--- config.mk ---
export PLATFORM = sky130hd
export DESIGN_NAME = lsu_top
export DESIGN_NICKNAME = d
export VERILOG_FILES = /design/src/common/lsu_pkg.sv /design/src/design/lsu_top.sv /design/src/lsu/load_result.sv /design/src/lsu/mem_access.sv /design/src/lsu/access_decode.sv
export VERILOG_INCLUDE_DIRS = /design/src /design/src/common
export SDC_FILE = /design/constraint.sdc
export NUM_CORES = 1
export LEC_CHECK = 0
export ABC_CLOCK_PERIOD_IN_PS = 1600
export CAP_MARGIN = 0
export CORE_AREA = 10 10 112 139
export CTS_CLUSTER_DIAMETER = 200
export DETAILED_ROUTE_END_ITERATION = 12
export DIE_AREA = 0 0 122 149
export DONT_BUFFER_PORTS = 1
export PLACE_DENSITY = 0.72
export SLEW_MARGIN = 30
export SYNTH_ARGS = -nofsm -noshare
export SYNTH_HDL_FRONTEND = slang
export SYNTH_SLANG_ARGS = --single-unit
--- constraint.sdc ---
create_clock -name clk -period 1.6 [get_ports clk]
set_input_delay 0.32 -clock clk [delete_from_list [all_inputs] [get_ports clk]]
set_output_delay 0.32 -clock clk [all_outputs]
set_load 0.01 [all_outputs]
--- src/common/lsu_params.svh ---
`ifndef LSU_PARAMS_SVH
`define LSU_PARAMS_SVH

// RV32I data bus geometry
`define LSU_XLEN     32
`define LSU_MASK_W   4
`define LSU_BYTE_W   8
`define LSU_HALF_W   16
`define LSU_WORD_LSB 2

// byte enable patterns
`define LSU_MASK_NONE 4'b0000
`define LSU_MASK_ALL  4'b1111

`endif
--- src/common/lsu_pkg.sv ---
`default_nettype none

`include "lsu_params.svh"

package lsu_pkg;

    typedef logic [`LSU_XLEN-1:0]   word_t;      // data or address word
    typedef logic [`LSU_HALF_W-1:0] half_t;
    typedef logic [`LSU_BYTE_W-1:0] byte_t;
    typedef logic [`LSU_MASK_W-1:0] byte_mask_t; // one bit per lane

    typedef enum logic {
        mem_op_load,
        mem_op_store
    } mem_op_t;

    // stores reuse lb/lh/lw as sb/sh/sw
    typedef enum logic [2:0] {
        lb  = 3'b000,
        lh  = 3'b001,
        lw  = 3'b010,
        lbu = 3'b100,
        lhu = 3'b101
    } mem_funct3_t;

    typedef struct packed {
        mem_op_t     op;
        mem_funct3_t funct3;
        word_t       address;    // full alu result
        word_t       store_data;
    } mem_req_t;

    typedef struct packed {
        logic        valid;
        mem_op_t     op;
        mem_funct3_t funct3;
        word_t       word_addr;  // low bits cleared
        byte_mask_t  mask;
        word_t       wdata;      // already in its lanes
        logic        misaligned;
    } mem_access_t;

    typedef struct packed {
        logic        valid;
        mem_op_t     op;
        mem_funct3_t funct3;
        byte_mask_t  mask;
        word_t       rdata;
        logic        misaligned;
    } mem_done_t;

endpackage : lsu_pkg

`default_nettype wire

--- src/design/lsu_top.sv ---
`timescale 1ns/1ps
`default_nettype none

module lsu_top
import lsu_pkg::*;
(
    input  logic       clk,
    input  logic       rst_n,
    input  logic       req_valid,
    input  mem_req_t   req,
    output logic       ready,

    // data memory
    output logic       data_read,
    output logic       data_write,
    output word_t      data_mem_address,
    output byte_mask_t data_mbe,
    output word_t      data_mem_wdata,
    input  word_t      data_mem_rdata,
    input  logic       data_mem_resp,

    output logic       done,
    output logic       misaligned,
    output logic       load_is_valid,
    output word_t      load_data
);

    mem_access_t access;
    mem_done_t   done_rec;
    logic        advance;

    assign ready = advance;     // stall seen by the requester

    access_decode access_decode (
        .clk       (clk),
        .rst_n     (rst_n),
        .req_valid (req_valid),
        .req       (req),
        .advance   (advance),
        .access    (access)
    );

    mem_access mem_access (
        .clk              (clk),
        .rst_n            (rst_n),
        .access           (access),
        .data_mem_rdata   (data_mem_rdata),
        .data_mem_resp    (data_mem_resp),
        .advance          (advance),
        .data_read        (data_read),
        .data_write       (data_write),
        .data_mem_address (data_mem_address),
        .data_mbe         (data_mbe),
        .data_mem_wdata   (data_mem_wdata),
        .done_rec         (done_rec)
    );

    load_result load_result (
        .clk           (clk),
        .rst_n         (rst_n),
        .done_rec      (done_rec),
        .done          (done),
        .misaligned    (misaligned),
        .load_is_valid (load_is_valid),
        .load_data     (load_data)
    );

endmodule : lsu_top

`default_nettype wire

--- src/lsu/load_result.sv ---
`timescale 1ns/1ps
`default_nettype none

`include "lsu_params.svh"

module load_result
import lsu_pkg::*;
(
    input  logic      clk,
    input  logic      rst_n,
    input  mem_done_t done_rec,
    output logic      done,
    output logic      misaligned,
    output logic      load_is_valid,
    output word_t     load_data
);

    logic  is_load;
    byte_t sel_byte;
    half_t sel_half;
    word_t ext_data;

    assign is_load = done_rec.valid && !done_rec.misaligned &&
                     (done_rec.op == mem_op_load);

    // lane select driven by the mask
    always_comb begin
        sel_byte = '0;
        for (int i = 0; i < `LSU_MASK_W; i++) begin
            if (done_rec.mask[i]) begin
                sel_byte = done_rec.rdata[i*`LSU_BYTE_W +: `LSU_BYTE_W];
            end
        end
        if (done_rec.mask[`LSU_MASK_W-1]) begin
            sel_half = done_rec.rdata[`LSU_XLEN-1 -: `LSU_HALF_W];     // upper half
        end else begin
            sel_half = done_rec.rdata[`LSU_HALF_W-1:0];
        end
    end

    always_comb begin
        case (done_rec.funct3)
            lb:      ext_data = {{(`LSU_XLEN-`LSU_BYTE_W){sel_byte[`LSU_BYTE_W-1]}}, sel_byte};
            lbu:     ext_data = word_t'(sel_byte);
            lh:      ext_data = {{(`LSU_XLEN-`LSU_HALF_W){sel_half[`LSU_HALF_W-1]}}, sel_half};
            lhu:     ext_data = word_t'(sel_half);
            default: ext_data = done_rec.rdata;     // lw
        endcase
    end

    // result register
    always_ff @(posedge clk or negedge rst_n) begin
        if (!rst_n) begin
            done          <= 1'b0;
            misaligned    <= 1'b0;
            load_is_valid <= 1'b0;
            load_data     <= '0;
        end else begin
            done          <= done_rec.valid;
            misaligned    <= done_rec.valid && done_rec.misaligned;
            load_is_valid <= is_load;
            load_data     <= is_load ? ext_data : '0;
        end
    end

    a_byte_onehot: assert property (@(posedge clk) disable iff (!rst_n)
        is_load && (done_rec.funct3 == lb || done_rec.funct3 == lbu)
            |-> $onehot(done_rec.mask))
        else $error("byte load without a single lane");

endmodule : load_result

`default_nettype wire

--- src/lsu/mem_access.sv ---
`timescale 1ns/1ps
`default_nettype none

`include "lsu_params.svh"

module mem_access
import lsu_pkg::*;
(
    input  logic        clk,
    input  logic        rst_n,
    input  mem_access_t access,
    input  word_t       data_mem_rdata,
    input  logic        data_mem_resp,
    output logic        advance,
    output logic        data_read,
    output logic        data_write,
    output word_t       data_mem_address,
    output byte_mask_t  data_mbe,
    output word_t       data_mem_wdata,
    output mem_done_t   done_rec
);

    logic aligned_valid;
    logic complete;

    assign aligned_valid = access.valid && !access.misaligned;

    // strobes stay up until the response arrives
    assign data_read        = aligned_valid && (access.op == mem_op_load);
    assign data_write       = aligned_valid && (access.op == mem_op_store);
    assign data_mem_address = access.word_addr;
    assign data_mbe         = access.mask;
    assign data_mem_wdata   = access.wdata;

    // misaligned accesses finish without touching memory
    assign complete = access.valid && (access.misaligned || data_mem_resp);
    assign advance  = !access.valid || complete;

    // completion record
    always_ff @(posedge clk or negedge rst_n) begin
        if (!rst_n) begin
            done_rec <= '0;
        end else begin
            done_rec.valid <= complete;     // single cycle per access
            if (complete) begin
                done_rec.op         <= access.op;
                done_rec.funct3     <= access.funct3;
                done_rec.mask       <= access.mask;
                done_rec.rdata      <= data_mem_rdata;
                done_rec.misaligned <= access.misaligned;
            end
        end
    end

    a_strobe_excl: assert property (@(posedge clk) disable iff (!rst_n)
        !(data_read && data_write))
        else $error("data_read and data_write high together");

    // an open access keeps its strobe, address and mask until memory answers
    a_addr_held: assert property (@(posedge clk) disable iff (!rst_n)
        (data_read || data_write) && !data_mem_resp |=>
            (data_read || data_write) && $stable(data_mem_address) && $stable(data_mbe))
        else $error("access changed before data_mem_resp");

endmodule : mem_access

`default_nettype wire

--- src/lsu/access_decode.sv ---
`timescale 1ns/1ps
`default_nettype none

`include "lsu_params.svh"

module access_decode
import lsu_pkg::*;
(
    input  logic        clk,
    input  logic        rst_n,
    input  logic        req_valid,
    input  mem_req_t    req,
    input  logic        advance,
    output mem_access_t access
);

    logic [`LSU_WORD_LSB-1:0] offset;
    byte_mask_t               mask;
    logic                     misaligned;
    word_t                    lanes;
    word_t                    wdata;
    mem_access_t              access_next;

    assign offset = req.address[`LSU_WORD_LSB-1:0];

    // mask from width and offset
    always_comb begin
        mask       = `LSU_MASK_NONE;
        misaligned = 1'b0;
        case (req.funct3)
            lb, lbu: begin
                mask = byte_mask_t'(1) << offset;
            end
            lh, lhu: begin
                if (offset[0]) begin
                    misaligned = 1'b1;     // odd halfword
                end else begin
                    mask = byte_mask_t'(2'b11) << offset;
                end
            end
            lw: begin
                if (offset != '0) begin
                    misaligned = 1'b1;
                end else begin
                    mask = `LSU_MASK_ALL;
                end
            end
            default: misaligned = 1'b1;    // unknown width, no request made
        endcase
    end

    // replicate the low part, then keep only the enabled lanes
    always_comb begin
        case (req.funct3)
            lb, lbu: lanes = {`LSU_MASK_W{req.store_data[`LSU_BYTE_W-1:0]}};
            lh, lhu: lanes = {2{req.store_data[`LSU_HALF_W-1:0]}};
            default: lanes = req.store_data;
        endcase
        wdata = '0;
        for (int i = 0; i < `LSU_MASK_W; i++) begin
            if (req.op == mem_op_store && mask[i]) begin
                wdata[i*`LSU_BYTE_W +: `LSU_BYTE_W] = lanes[i*`LSU_BYTE_W +: `LSU_BYTE_W];
            end
        end
    end

    always_comb begin
        access_next.valid      = req_valid;
        access_next.op         = req.op;
        access_next.funct3     = req.funct3;
        access_next.word_addr  = {req.address[`LSU_XLEN-1:`LSU_WORD_LSB],
                                  {`LSU_WORD_LSB{1'b0}}};
        access_next.mask       = mask;
        access_next.wdata      = wdata;
        access_next.misaligned = misaligned;
    end

    // request stage register
    always_ff @(posedge clk or negedge rst_n) begin
        if (!rst_n) begin
            access <= '0;
        end else if (advance) begin
            access <= access_next;     // bubble when req_valid is low
        end
    end

    a_mask_vs_misaligned: assert property (@(posedge clk) disable iff (!rst_n)
        access.valid |-> ((access.mask == `LSU_MASK_NONE) == access.misaligned))
        else $error("stage mask disagrees with misaligned flag");

endmodule : access_decode

`default_nettype wire

### Word-level counts from Yosys, hierarchy flattened

Cells that the tools add are included.

* register bits after elaboration: 149

* equal/unequal tests: 7
* shift operators: 2
* muxes and demuxes: 18
* bitwise logic cells: 2
* reduce and logical (&&, ||, !) cells: 21

Operators by type and width (count)
* 32-bit one-hot mux with 4 select lines: 1
* 8-bit 2-to-1 mux: 8
* 32-bit one-hot mux with 2 select lines: 1
* 32-bit 2-to-1 mux: 1
* 16-bit 2-to-1 mux: 1
* 3-bit == test, second input constant: 4
* 4-bit one-hot mux with 3 select lines: 1
* 1-bit logical AND: 11
* 4-bit 2-to-1 mux: 2
* 3-bit by 1-bit == test with 1-bit output, second input constant: 2
* 3-bit zero test: 2
* 2-bit OR reduction: 2
* 1-bit by 2-bit left shift with 4-bit output, first input constant: 1
* 2-bit by 2-bit left shift with 4-bit output, first input constant: 1
* 3-bit by 2-bit == test with 1-bit output, second input constant: 1
* 1-bit zero test: 3
* 1-bit one-hot mux with 3 select lines: 1
* 1-bit logical OR: 2
* 1-bit 2-to-1 mux: 2
* 1-bit inverter: 2
* 2-bit nonzero test: 1

### Longest topological paths before layout

Gate-level depths: netlist of run 1.

* depth after elaboration: 6
* gate-level depth with buffers: 7
* gate-level depth less buffers: 6

### Cells and area by module

Synthesis of run 1 repeated with hierarchy kept, for this count alone.

* cell total of the unflattened synthesis: 625
* area, all modules: 7420.9 um^2

By module, submodules not included
* access_decode: times used 1, cells an instance 269, area each 3239.4 um^2
* mem_access: times used 1, cells an instance 161, area each 2263.4 um^2
* load_result: times used 1, cells an instance 195, area each 1918.1 um^2

### Worst setup path before layout of run 1

OpenSTA, ideal clock, no wires.

* path kind: register to register
* start: register, netlist name mem_access.done_rec[34]
* end: register load_result.load_data[30]
* setup time: 0.120 ns
* arrival time: 1.418 ns
* data required time: 1.480 ns
* slack: 0.062 ns
* stages on the path, launching flop included: 7
* path buffers: 2
* period minus slack after synthesis: 1.538 ns
* cells stage by stage: dfrtp_1 -> buf_2 -> a211oi_2 -> o21ai_2 -> a311oi_4 -> buf_6 -> nor2_1

* word-level cells in the longest chain between the ends: 5

RTL lines
* 8-bit 2-to-1 mux (3 in a row): line load_result.sv:30 `if (done_rec.mask[i]) begin`
* 32-bit one-hot mux with 4 select lines: line load_result.sv:42 `case (done_rec.funct3)`
* 32-bit 2-to-1 mux: line load_result.sv:62 `load_data <= is_load ? ext_data : '0;`
* end signal, assigned: line load_result.sv:62
* end, declared: line load_result.sv:15 `output word_t load_data`

Every way passes these cells.
A chain may end at the register's enable or synchronous reset.

### Worst setup path after layout of run 1

* start: register, netlist name access_decode.access[0]
* end: output port ready

* word-level cells in the longest chain between the ends: 3

RTL lines
* 1-bit logical OR: line mem_access.sv:36 `assign complete = access.valid && (access.misaligned || data_mem_resp);`
* 1-bit logical AND: line mem_access.sv:36
* 1-bit logical OR: line mem_access.sv:37 `assign advance = !access.valid || complete;`
* end, declared: line lsu_top.sv:11 `output logic ready,`

Every way passes these cells.

==> results of run 1 <==
[stage by stage]
stage / setup WS, ns / TNS, ns
3_3_place_gp: -0.00705 / -0.00705
2_1_floorplan: 0.0620 / 0
4_1_cts: -0.0153 / -0.0290
6_report: -0.00775 / -0.00775
3_5_place_dp: -0.0479 / -0.679
5_1_grt: -0.0729 / -0.594
[what timing repair did]
action | CTS | global route
pin swaps | 2 | 2
hold buffers | 3 | 1
setup buffers | 4 | 3
cloned | 2 | 0
setup endpoints to repair | 20 | 41
endpoints found under the hold margin | 152 | 150
resized for setup | 7 | 20
[per-layer routing]
| layer | vias up | part of all wire |
|---|---|---|
| met5 | - | 0 |
| met4 | 0 | 0.019 |
| met3 | 25 | 0.099 |
| met2 | 196 | 0.53 |
| met1 | 2272 | 0.35 |
| li1 | 2108 | - |
[layout by cell type (no fill, tap or decap), types with 3 or more instances in the layout]
master / synthesis / layout
mux2_2: 48 / 48
nor2_1: 30 / 28
dfrtp_2: 0 / 3
nor3b_1: 11 / 8
a221oi_1: 7 / 7
inv_1: 7 / 7
nand2_1: 135 / 134
dlygate4sd3_1: 0 / 4
o21ai_2: 2 / 3
o21ai_1: 25 / 23
o21ai_0: 28 / 28
buf_4: 70 / 25
mux2i_1: 25 / 25
dfrtp_1: 149 / 146
a21oi_1: 25 / 22
a21oi_2: 2 / 5
a211oi_1: 4 / 4
a2bb2oi_1: 14 / 14
nor2_2: 1 / 3
clkinvlp_4: 0 / 3
a22o_1: 9 / 8
clkbuf_16: 0 / 17
inv_6: 0 / 3
inv_8: 0 / 7
or4_1: 7 / 6
buf_12: 0 / 4
nor2b_1: 9 / 9
[report_power, final]
| group | switching [W] | internal, W | total [W] |
|---|---|---|---|
| clock network | 0.00182 | 0.00210 | 0.00392 |
| registers | 0.000480 | 0.00417 | 0.00465 |
| logic | 0.000802 | 0.000825 | 0.00163 |
[logic make-up after synthesis]
| family | after synthesis | share of synthesized area |
|---|---|---|
| and+or+nand+nor | 206 | 0.130 |
| DFF | 149 | 0.535 |
| buffers and inverters | 116 | 0.106 |
| AOI/OAI and AO/OA | 123 | 0.114 |
| other | 1 | 0.000538 |
| muxes | 73 | 0.113 |
[path summary, 6_finish.rpt]
check                                            end  cells after the start
hold reg to reg                     load_result.done                      0
setup / recovery                               ready                      3
setup reg to reg           load_result.load_data[23]                      6
max in group asynchronous   access_decode.access[57]                      0
hold / removal             load_result.load_data[28]                      0
min in group clk            access_decode.access[41]                      2
[critical path, stage by stage, from the launching register on]
cell     delay [ns]
dfrtp_2        0.43
nor3b_4        0.20
inv_2          0.09
buf_12         0.16
[registers in the layout, indices dropped and copies added, names as in the netlist]
name	flops
load_result.done	1
load_result.load_data	32
load_result.load_is_valid	1
load_result.misaligned	1
mem_access.done_rec	42
access_decode.access	72
[area by class of cell]
cell class	instances	area (um^2)
fillers	1094	5430
clock inverters	15	160
inverters	8	30.0
clock buffers	17	425
repair buffers	38	423
well taps	171	214
flip-flops and latches	149	3730
multi-input cells	404	2580
==> out/results.ini, run 1 <==
[pwr]
ir_drop_mv=0.780
p_leak_nw=3.49
total_power_w=0.0102
cellPowerDensity_mw_per_mm2=1350

[logic_synthesis]
synthTopCellsByArea=dfrtp_1 54%, mux2_2 7.8%, buf_4 7.5%
synthArstFlopShare=1.00
synthFlopType=dfrtp_1
syn_inst=668
yosysUniqueCellTypes=42
synth_edf_count=0
synth_most_common_cell=dfrtp_1
synth.top_cell.area_share=0.535
synth_area_leader_cell=dfrtp_1
synth.avg_cell_area_um2=10.4
syn_area_mm2=0.00697
synth_commonest_cells=149 x dfrtp_1, 135 x nand2_1, 70 x buf_4
ys_seq_area_frac=0.535
yosys_warnings=0
ys_seq_elements=149

[floorplanning]
die_area_mm2=0.0182
start_util=0.536
io_pins=210
rows=47
die_h_um=149
core_mm2=0.0130
fp.dieW_um=122

[placement]
place.gp.congestion=0.870
io_buffers=0
hpwlAfterDp_um=12800
dp.cells=758
post_dp_cell_area_mm2=0.00675

[clock_tree]
cts-root-buf=clkbuf_16
clk_latency_ns=0.42
clk_path_buf_depth=2
cts-htree-levels=4
clkSinkCount=149
cts.reportedPaths.clkPinSlew_ns=0.07
cts_tree=done
numCtsBuffers=17

[sta]
fin_crit_sh=1.00
fin_skew_ns=0.00911
clock.fmax_mhz=622
setup_viol=1
drv_slew=0
period_needed_ns=1.61
rsz0062_at_grt=true
whs_ns=-0.404
setup_ws_ns=-0.00775
hold_viol_final=149

[drt]
routed_via_density=5.74
routed_wl_um=17900
routedWlPerCell_um=22.3
dr_total_vias=4601
dr.pass1.iters=4
drt_iter0_markers=301
drc=0
ant_nets=0

[layout]
layout.cells.non_filler=802
fin_area_mm2=0.00757
finalCoreUtilization=0.582
syn_to_final_growth_pct=8.60
fin_nets=722
drive_above_1_share=0.230
diodes=0

[job]
cap_violations=0

[worst_setup_path]
reg2reg_slack_ns=0.03
crit_arrival_ns=1.29
worst-endpoint-required_ns=1.28
end_kind=output port
worstSetupPathType=reg2out
startpoint=access_decode.access[0]
cp-start-kind=register
r2r_start=mem_access.done_rec[36]
path_max_fanout=10

[global_routing]
use_met1=0.206
grt_pass1_wl_um=27700
gr-total-overflow=0
grt-busiest-layer=met2
grt_usage=0.196
grt_util_met2=0.343
antenna_found_initial=0
grt_max_degree=150
grt_util_met3=0.0830
grt_pass1_vias=4949

[run_status]
violations=hold timing, setup timing
status=finished with violations

[hold_path]
hold_class=in2async

(Power assumes the default switching activity.)
==> run 2, diff against run 1 <==
--- a/config.mk
+++ b/config.mk
@@ -6,14 +6,15 @@
 export SDC_FILE = /design/constraint.sdc
 export NUM_CORES = 1
 export LEC_CHECK = 0
-export ABC_CLOCK_PERIOD_IN_PS = 1600
+export ABC_CLOCK_PERIOD_IN_PS = 2000
 export CAP_MARGIN = 0
-export CORE_AREA = 10 10 112 139
+export CORE_AREA = 2 2 104 131
 export CTS_CLUSTER_DIAMETER = 200
 export DETAILED_ROUTE_END_ITERATION = 12
-export DIE_AREA = 0 0 122 149
+export DIE_AREA = 0 0 106 133
 export DONT_BUFFER_PORTS = 1
-export PLACE_DENSITY = 0.72
+export PLACE_DENSITY = 0.7
+export RECOVER_POWER = 25
 export SLEW_MARGIN = 30
 export SYNTH_ARGS = -nofsm -noshare
 export SYNTH_HDL_FRONTEND = slang
==> constraint.sdc (replaced) <==
create_clock -name clk -period 2 [get_ports clk]
set_input_delay 0.4 -clock clk [delete_from_list [all_inputs] [get_ports clk]]
set_output_delay 0.4 -clock clk [all_outputs]
set_load 0.01 [all_outputs]
==> out/results.ini, run 2 (synthesis results as in run 1) <==
[run_status]
status=finished with violations
violations=hold timing

[layout]
fin_nets=699
final_common_cell=dfrtp_1
fill_cells=1119
regMostFlops=access_decode.access
top_regs=access_decode.access (72), mem_access.done_rec (42), load_result.load_data (32)
seq_area_mm2=0.00373
diodes=0
multi_input_area_mm2=0.00252
largest_reg_flops=72
final_cell_mix=149 x dfrtp_1, 135 x nand2_1, 48 x mux2_2, 30 x nor2_1, 28 x o21ai_0
syn_to_final_growth_pct=3.82
fin_area_mm2=0.00724
drive_above_1_share=0.173

[drt]
drc=0
routed_wl_um=15300
ant_nets=0
routed_via_density=5.74
dr.pass1.iters=4
routedWlPerCell_um=19.7
dr_total_vias=4470
drt_iter0_markers=224

[global_routing]
antenna_found_initial=0
gr-total-overflow=0
grt_pass1_vias=4687
grt_usage=0.226
grt_pass1_wl_um=24500
grt_max_degree=150

[worst_setup_path]
path_max_fanout=38
worstSetupPathType=reg2out
end_kind=output port
crit_arrival_ns=1.49
worst-endpoint-required_ns=1.60
cp-start-kind=register

[clock_tree]
clk_path_buf_depth=2
cts_tree=done
cts-htree-levels=4
post_cts_buffers=0
numCtsBuffers=17
cts.reportedPaths.clkPinSlew_ns=0.06
clkSinkCount=149
clk_latency_ns=0.42
cts-root-buf=clkbuf_16

[sta]
period_needed_ns=1.89
worst_slew_pin_slew_ns=0.598
slew_headroom=0.600
clock.fmax_mhz=530
whs_ns=-0.324
rsz0062_at_grt=false
fin_crit_sh=0.943
setup_viol=0
tns_ns=0
fin_skew_ns=0.00656
drv_slew=0
hold_viol_final=149

[placement]
io_buffers=0
place.gp.congestion=0.845
post_dp_cell_area_mm2=0.00662
hpwlAfterDp_um=10800

[hold_path]
hold_class=in2async

[floorplanning]
fp.dieW_um=106
io_pins=210
start_util=0.536
die_h_um=133
die_area_mm2=0.0141
rows=47
core_mm2=0.0130

[job]
cap_violations=0

[pwr]
cellPowerDensity_mw_per_mm2=1120
p_leak_nw=3.33
ir_drop_mv=0.788

run 2: critical path: stages (launching register included):
cell and delay [ns]:
dfrtp_1 0.46, nor3b_4 0.28, inv_2 0.07, buf_4 0.26
run 2: final cells by class:
type / instances / area share
Clock buffer: 20 / 0.0603
Clock inverter: 12 / 0.0244
Inverter: 8 / 0.00415
Multi-Input combinational cell: 404 / 0.349
Sequential cell: 149 / 0.515
Tap cell: 171 / 0.0296
Timing Repair Buffer: 15 / 0.0173
run 2: power breakdown:
group | switching [W] | internal [W] | total (W) | leakage, nW
logic | 0.000590 | 0.000515 | 0.00111 | 1.14
registers | 0.000364 | 0.00334 | 0.00370 | 1.90
clock network | 0.00122 | 0.00209 | 0.00331 | 0.295
run 2: what timing repair did:
item / CTS / global route
resized for setup: 0 / 1
endpoints found under the hold margin: 149 / 149
setup endpoints to repair: 0 / 1
run 2: path summary, 6_finish.rpt:
kind | startpoint | end | slack, ns | cells past startpoint
worst min-delay path | rst_n | load_result.load_data[28] | -0.32 | 0
worst min register to register | mem_access.done_rec[41] | load_result.done | 0.40 | 0
worst max register to register | mem_access.done_rec[33] | load_result.load_data[1] | 0.22 | 4
worst max-delay path | access_decode.access[0] | ready | 0.11 | 3
min in group clk | req[33] | access_decode.access[34] | 0.08 | 1
max in group asynchronous | rst_n | load_result.load_data[7] | 2.13 | 0
run 2: metrics by stage:
stage / setup slack (ns) / hold slack [ns] / std cells / util / total power, W
floorplan: 0.462 / 0.104 / 669 / - / 0.00468
global placement: 0.329 / 0.110 / 747 / 0.509 / 0.00481
detailed placement: 0.227 / 0.109 / 747 / 0.509 / 0.00486
CTS: 0.0570 / -0.338 / 779 / 0.556 / 0.00819
global route: 0.0235 / -0.347 / 779 / 0.557 / 0.00847
finish: 0.114 / -0.324 / 779 / 0.557 / 0.00812
run 2: per-layer routing:
metal / global-route usage / wire (um) / vias to the layer above
met5: 0 / 0 / -
met4: 0.0855 / 342 / 0
met3: 0.0759 / 1100 / 24
met2: 0.397 / 8050 / 170
met1: 0.252 / 5840 / 2216
li1: - / - / 2060
==> run 3, diff against run 2 <==
--- a/config.mk
+++ b/config.mk
@@ -6,16 +6,15 @@
 export SDC_FILE = /design/constraint.sdc
 export NUM_CORES = 1
 export LEC_CHECK = 0
-export ABC_CLOCK_PERIOD_IN_PS = 2000
+export ABC_CLOCK_PERIOD_IN_PS = 2400
 export CAP_MARGIN = 0
-export CORE_AREA = 2 2 104 131
+export CORE_AREA = 2 2 153 192
 export CTS_CLUSTER_DIAMETER = 200
 export DETAILED_ROUTE_END_ITERATION = 12
-export DIE_AREA = 0 0 106 133
+export DIE_AREA = 0 0 155 194
 export DONT_BUFFER_PORTS = 1
-export PLACE_DENSITY = 0.7
 export RECOVER_POWER = 25
-export SLEW_MARGIN = 30
+export SLEW_MARGIN = 20
 export SYNTH_ARGS = -nofsm -noshare
 export SYNTH_HDL_FRONTEND = slang
 export SYNTH_SLANG_ARGS = --single-unit
==> constraint.sdc (replaced) <==
create_clock -name clk -period 2.4 [get_ports clk]
set_input_delay 0.48 -clock clk [delete_from_list [all_inputs] [get_ports clk]]
set_output_delay 0.48 -clock clk [all_outputs]
set_load 0.01 [all_outputs]
==> out/results.ini, run 3 (synthesis results as in run 1) <==
[floorplanning]
start_util=0.247
fp.dieW_um=155
die_area_mm2=0.0301
io_pins=210
core_mm2=0.0282
die_h_um=194
rows=69

[layout]
fin_nets=693
syn_to_final_growth_pct=6.86
drive_above_1_share=0.168
diodes=0
final_common_cell=dfrtp_1
fill_cells=2949
finalCoreUtilization=0.264
final_cell_mix=149 x dfrtp_1, 135 x nand2_1, 48 x mux2_2, 30 x nor2_1, 28 x o21ai_0
largest_reg_flops=72
top_regs=access_decode.access (72), mem_access.done_rec (42), load_result.load_data (32)
regMostFlops=access_decode.access

[worst_setup_path]
worstSetupPathType=reg2reg
crit_arrival_ns=2.26
path_max_fanout=16
cp_slowest_cell=dfrtp_1
slowest_delay_ns=0.67
critPathBufInv=0
crit_chain=nor3b_1 > a21oi_1 > nand4_1 > a2bb2oi_1
crit_family=flip-flops
worst-endpoint-required_ns=2.74
end_kind=register
cp-start-kind=register

[sta]
tns_ns=0
setup_viol=0
worst_slew_pin_slew_ns=0.792
slew_headroom=0.472
drv_slew=0
fin_skew_ns=0.0122
clock.fmax_mhz=522
whs_ns=-0.252
hold_viol_final=149
rsz0062_at_grt=false
fin_crit_sh=0.798
period_needed_ns=1.92

[global_routing]
gr-total-overflow=0
grt_pass1_wl_um=28000
grt_pass1_vias=4537
grt_usage=0.124
antenna_found_initial=0
grt_max_degree=150

[pwr]
cellPowerDensity_mw_per_mm2=938
p_leak_nw=3.32
ir_drop_mv=0.324

[clock_tree]
clk_path_buf_depth=2
cts_tree=done
post_cts_resized=0
numCtsBuffers=17
post_cts_buffers=0
cts.reportedPaths.clkPinSlew_ns=0.07
cts-htree-levels=4
clk_latency_ns=0.43
clkSinkCount=149
cts-root-buf=clkbuf_16

[drt]
drc=0
routed_wl_um=18200
dr_total_vias=4397
dr.pass1.iters=4
drt_iter0_markers=217
routedWlPerCell_um=19.0
ant_nets=0
routed_via_density=4.60

[hold_path]
hold_class=in2async

[placement]
io_buffers=0
place.gp.congestion=0.815
hpwlAfterDp_um=13000

[job]
cap_violations=0

[run_status]
status=finished with violations
violations=hold timing

==> run 3: changes by cell type in the layout (fill, tap and decap cells not counted), moves of 3 or more <==
cell	before	now
buf_4	14	9
clkbuf_1	3	0
clkinv_2	3	0
inv_6	2	5
==> run 3: metrics by stage <==
| step | std cells | hold slack, ns | area [um^2] | setup slack, ns | power (W) |
|---|---|---|---|---|---|
| floorplan | 669 | 0.184 | 6970 | 0.726 | 0.00390 |
| global route | 956 | -0.281 | 7450 | 0.250 | 0.00733 |
| detailed placement | 925 | 0.190 | 6790 | 0.530 | 0.00403 |
| global placement | 925 | 0.189 | 6790 | 0.609 | 0.00401 |
| finish | 956 | -0.252 | 7450 | 0.484 | 0.00699 |
| CTS | 956 | -0.286 | 7450 | 0.520 | 0.00710 |
==> run 3: cell type report <==
cell class | instances | area [um^2] | share of cell area
well taps | 355 | 444 | 0.0596
repair buffers | 9 | 67.6 | 0.00907
flip-flops and latches | 149 | 3730 | 0.501
clock inverters | 13 | 219 | 0.0294
inverters | 8 | 30.0 | 0.00403
multi-input cells | 404 | 2520 | 0.338
clock buffers | 18 | 439 | 0.0590
==> run 3: final timing paths <==
path,to,slack (ns),cells past startpoint,start
worst min register to register,load_result.done,0.39,0,mem_access.done_rec[41]
worst min-delay path,load_result.load_data[5],-0.25,0,rst_n
min in group clk,access_decode.access[34],0.15,1,req[33]
worst max-delay path,load_result.load_data[14],0.48,4,mem_access.done_rec[36]
max in group asynchronous,mem_access.done_rec[40],2.39,0,rst_n
worst max register to register,load_result.load_data[14],0.48,4,mem_access.done_rec[36]
==> run 3: power breakdown <==
group / total [W] / switching, W / internal [W]
Combinational: 0.000860 / 0.000452 / 0.000408
Clock: 0.00301 / 0.00112 / 0.00189
Sequential: 0.00312 / 0.000336 / 0.00278
==> run 3: layer usage <==
metal | vias to the layer above | GRT usage | routed length, um
met5 | - | 0 | 0
met2 | 186 | 0.213 | 9340
met4 | 0 | 0.0367 | 215
met3 | 14 | 0.0481 | 1480
li1 | 2051 | - | -
met1 | 2146 | 0.142 | 7150
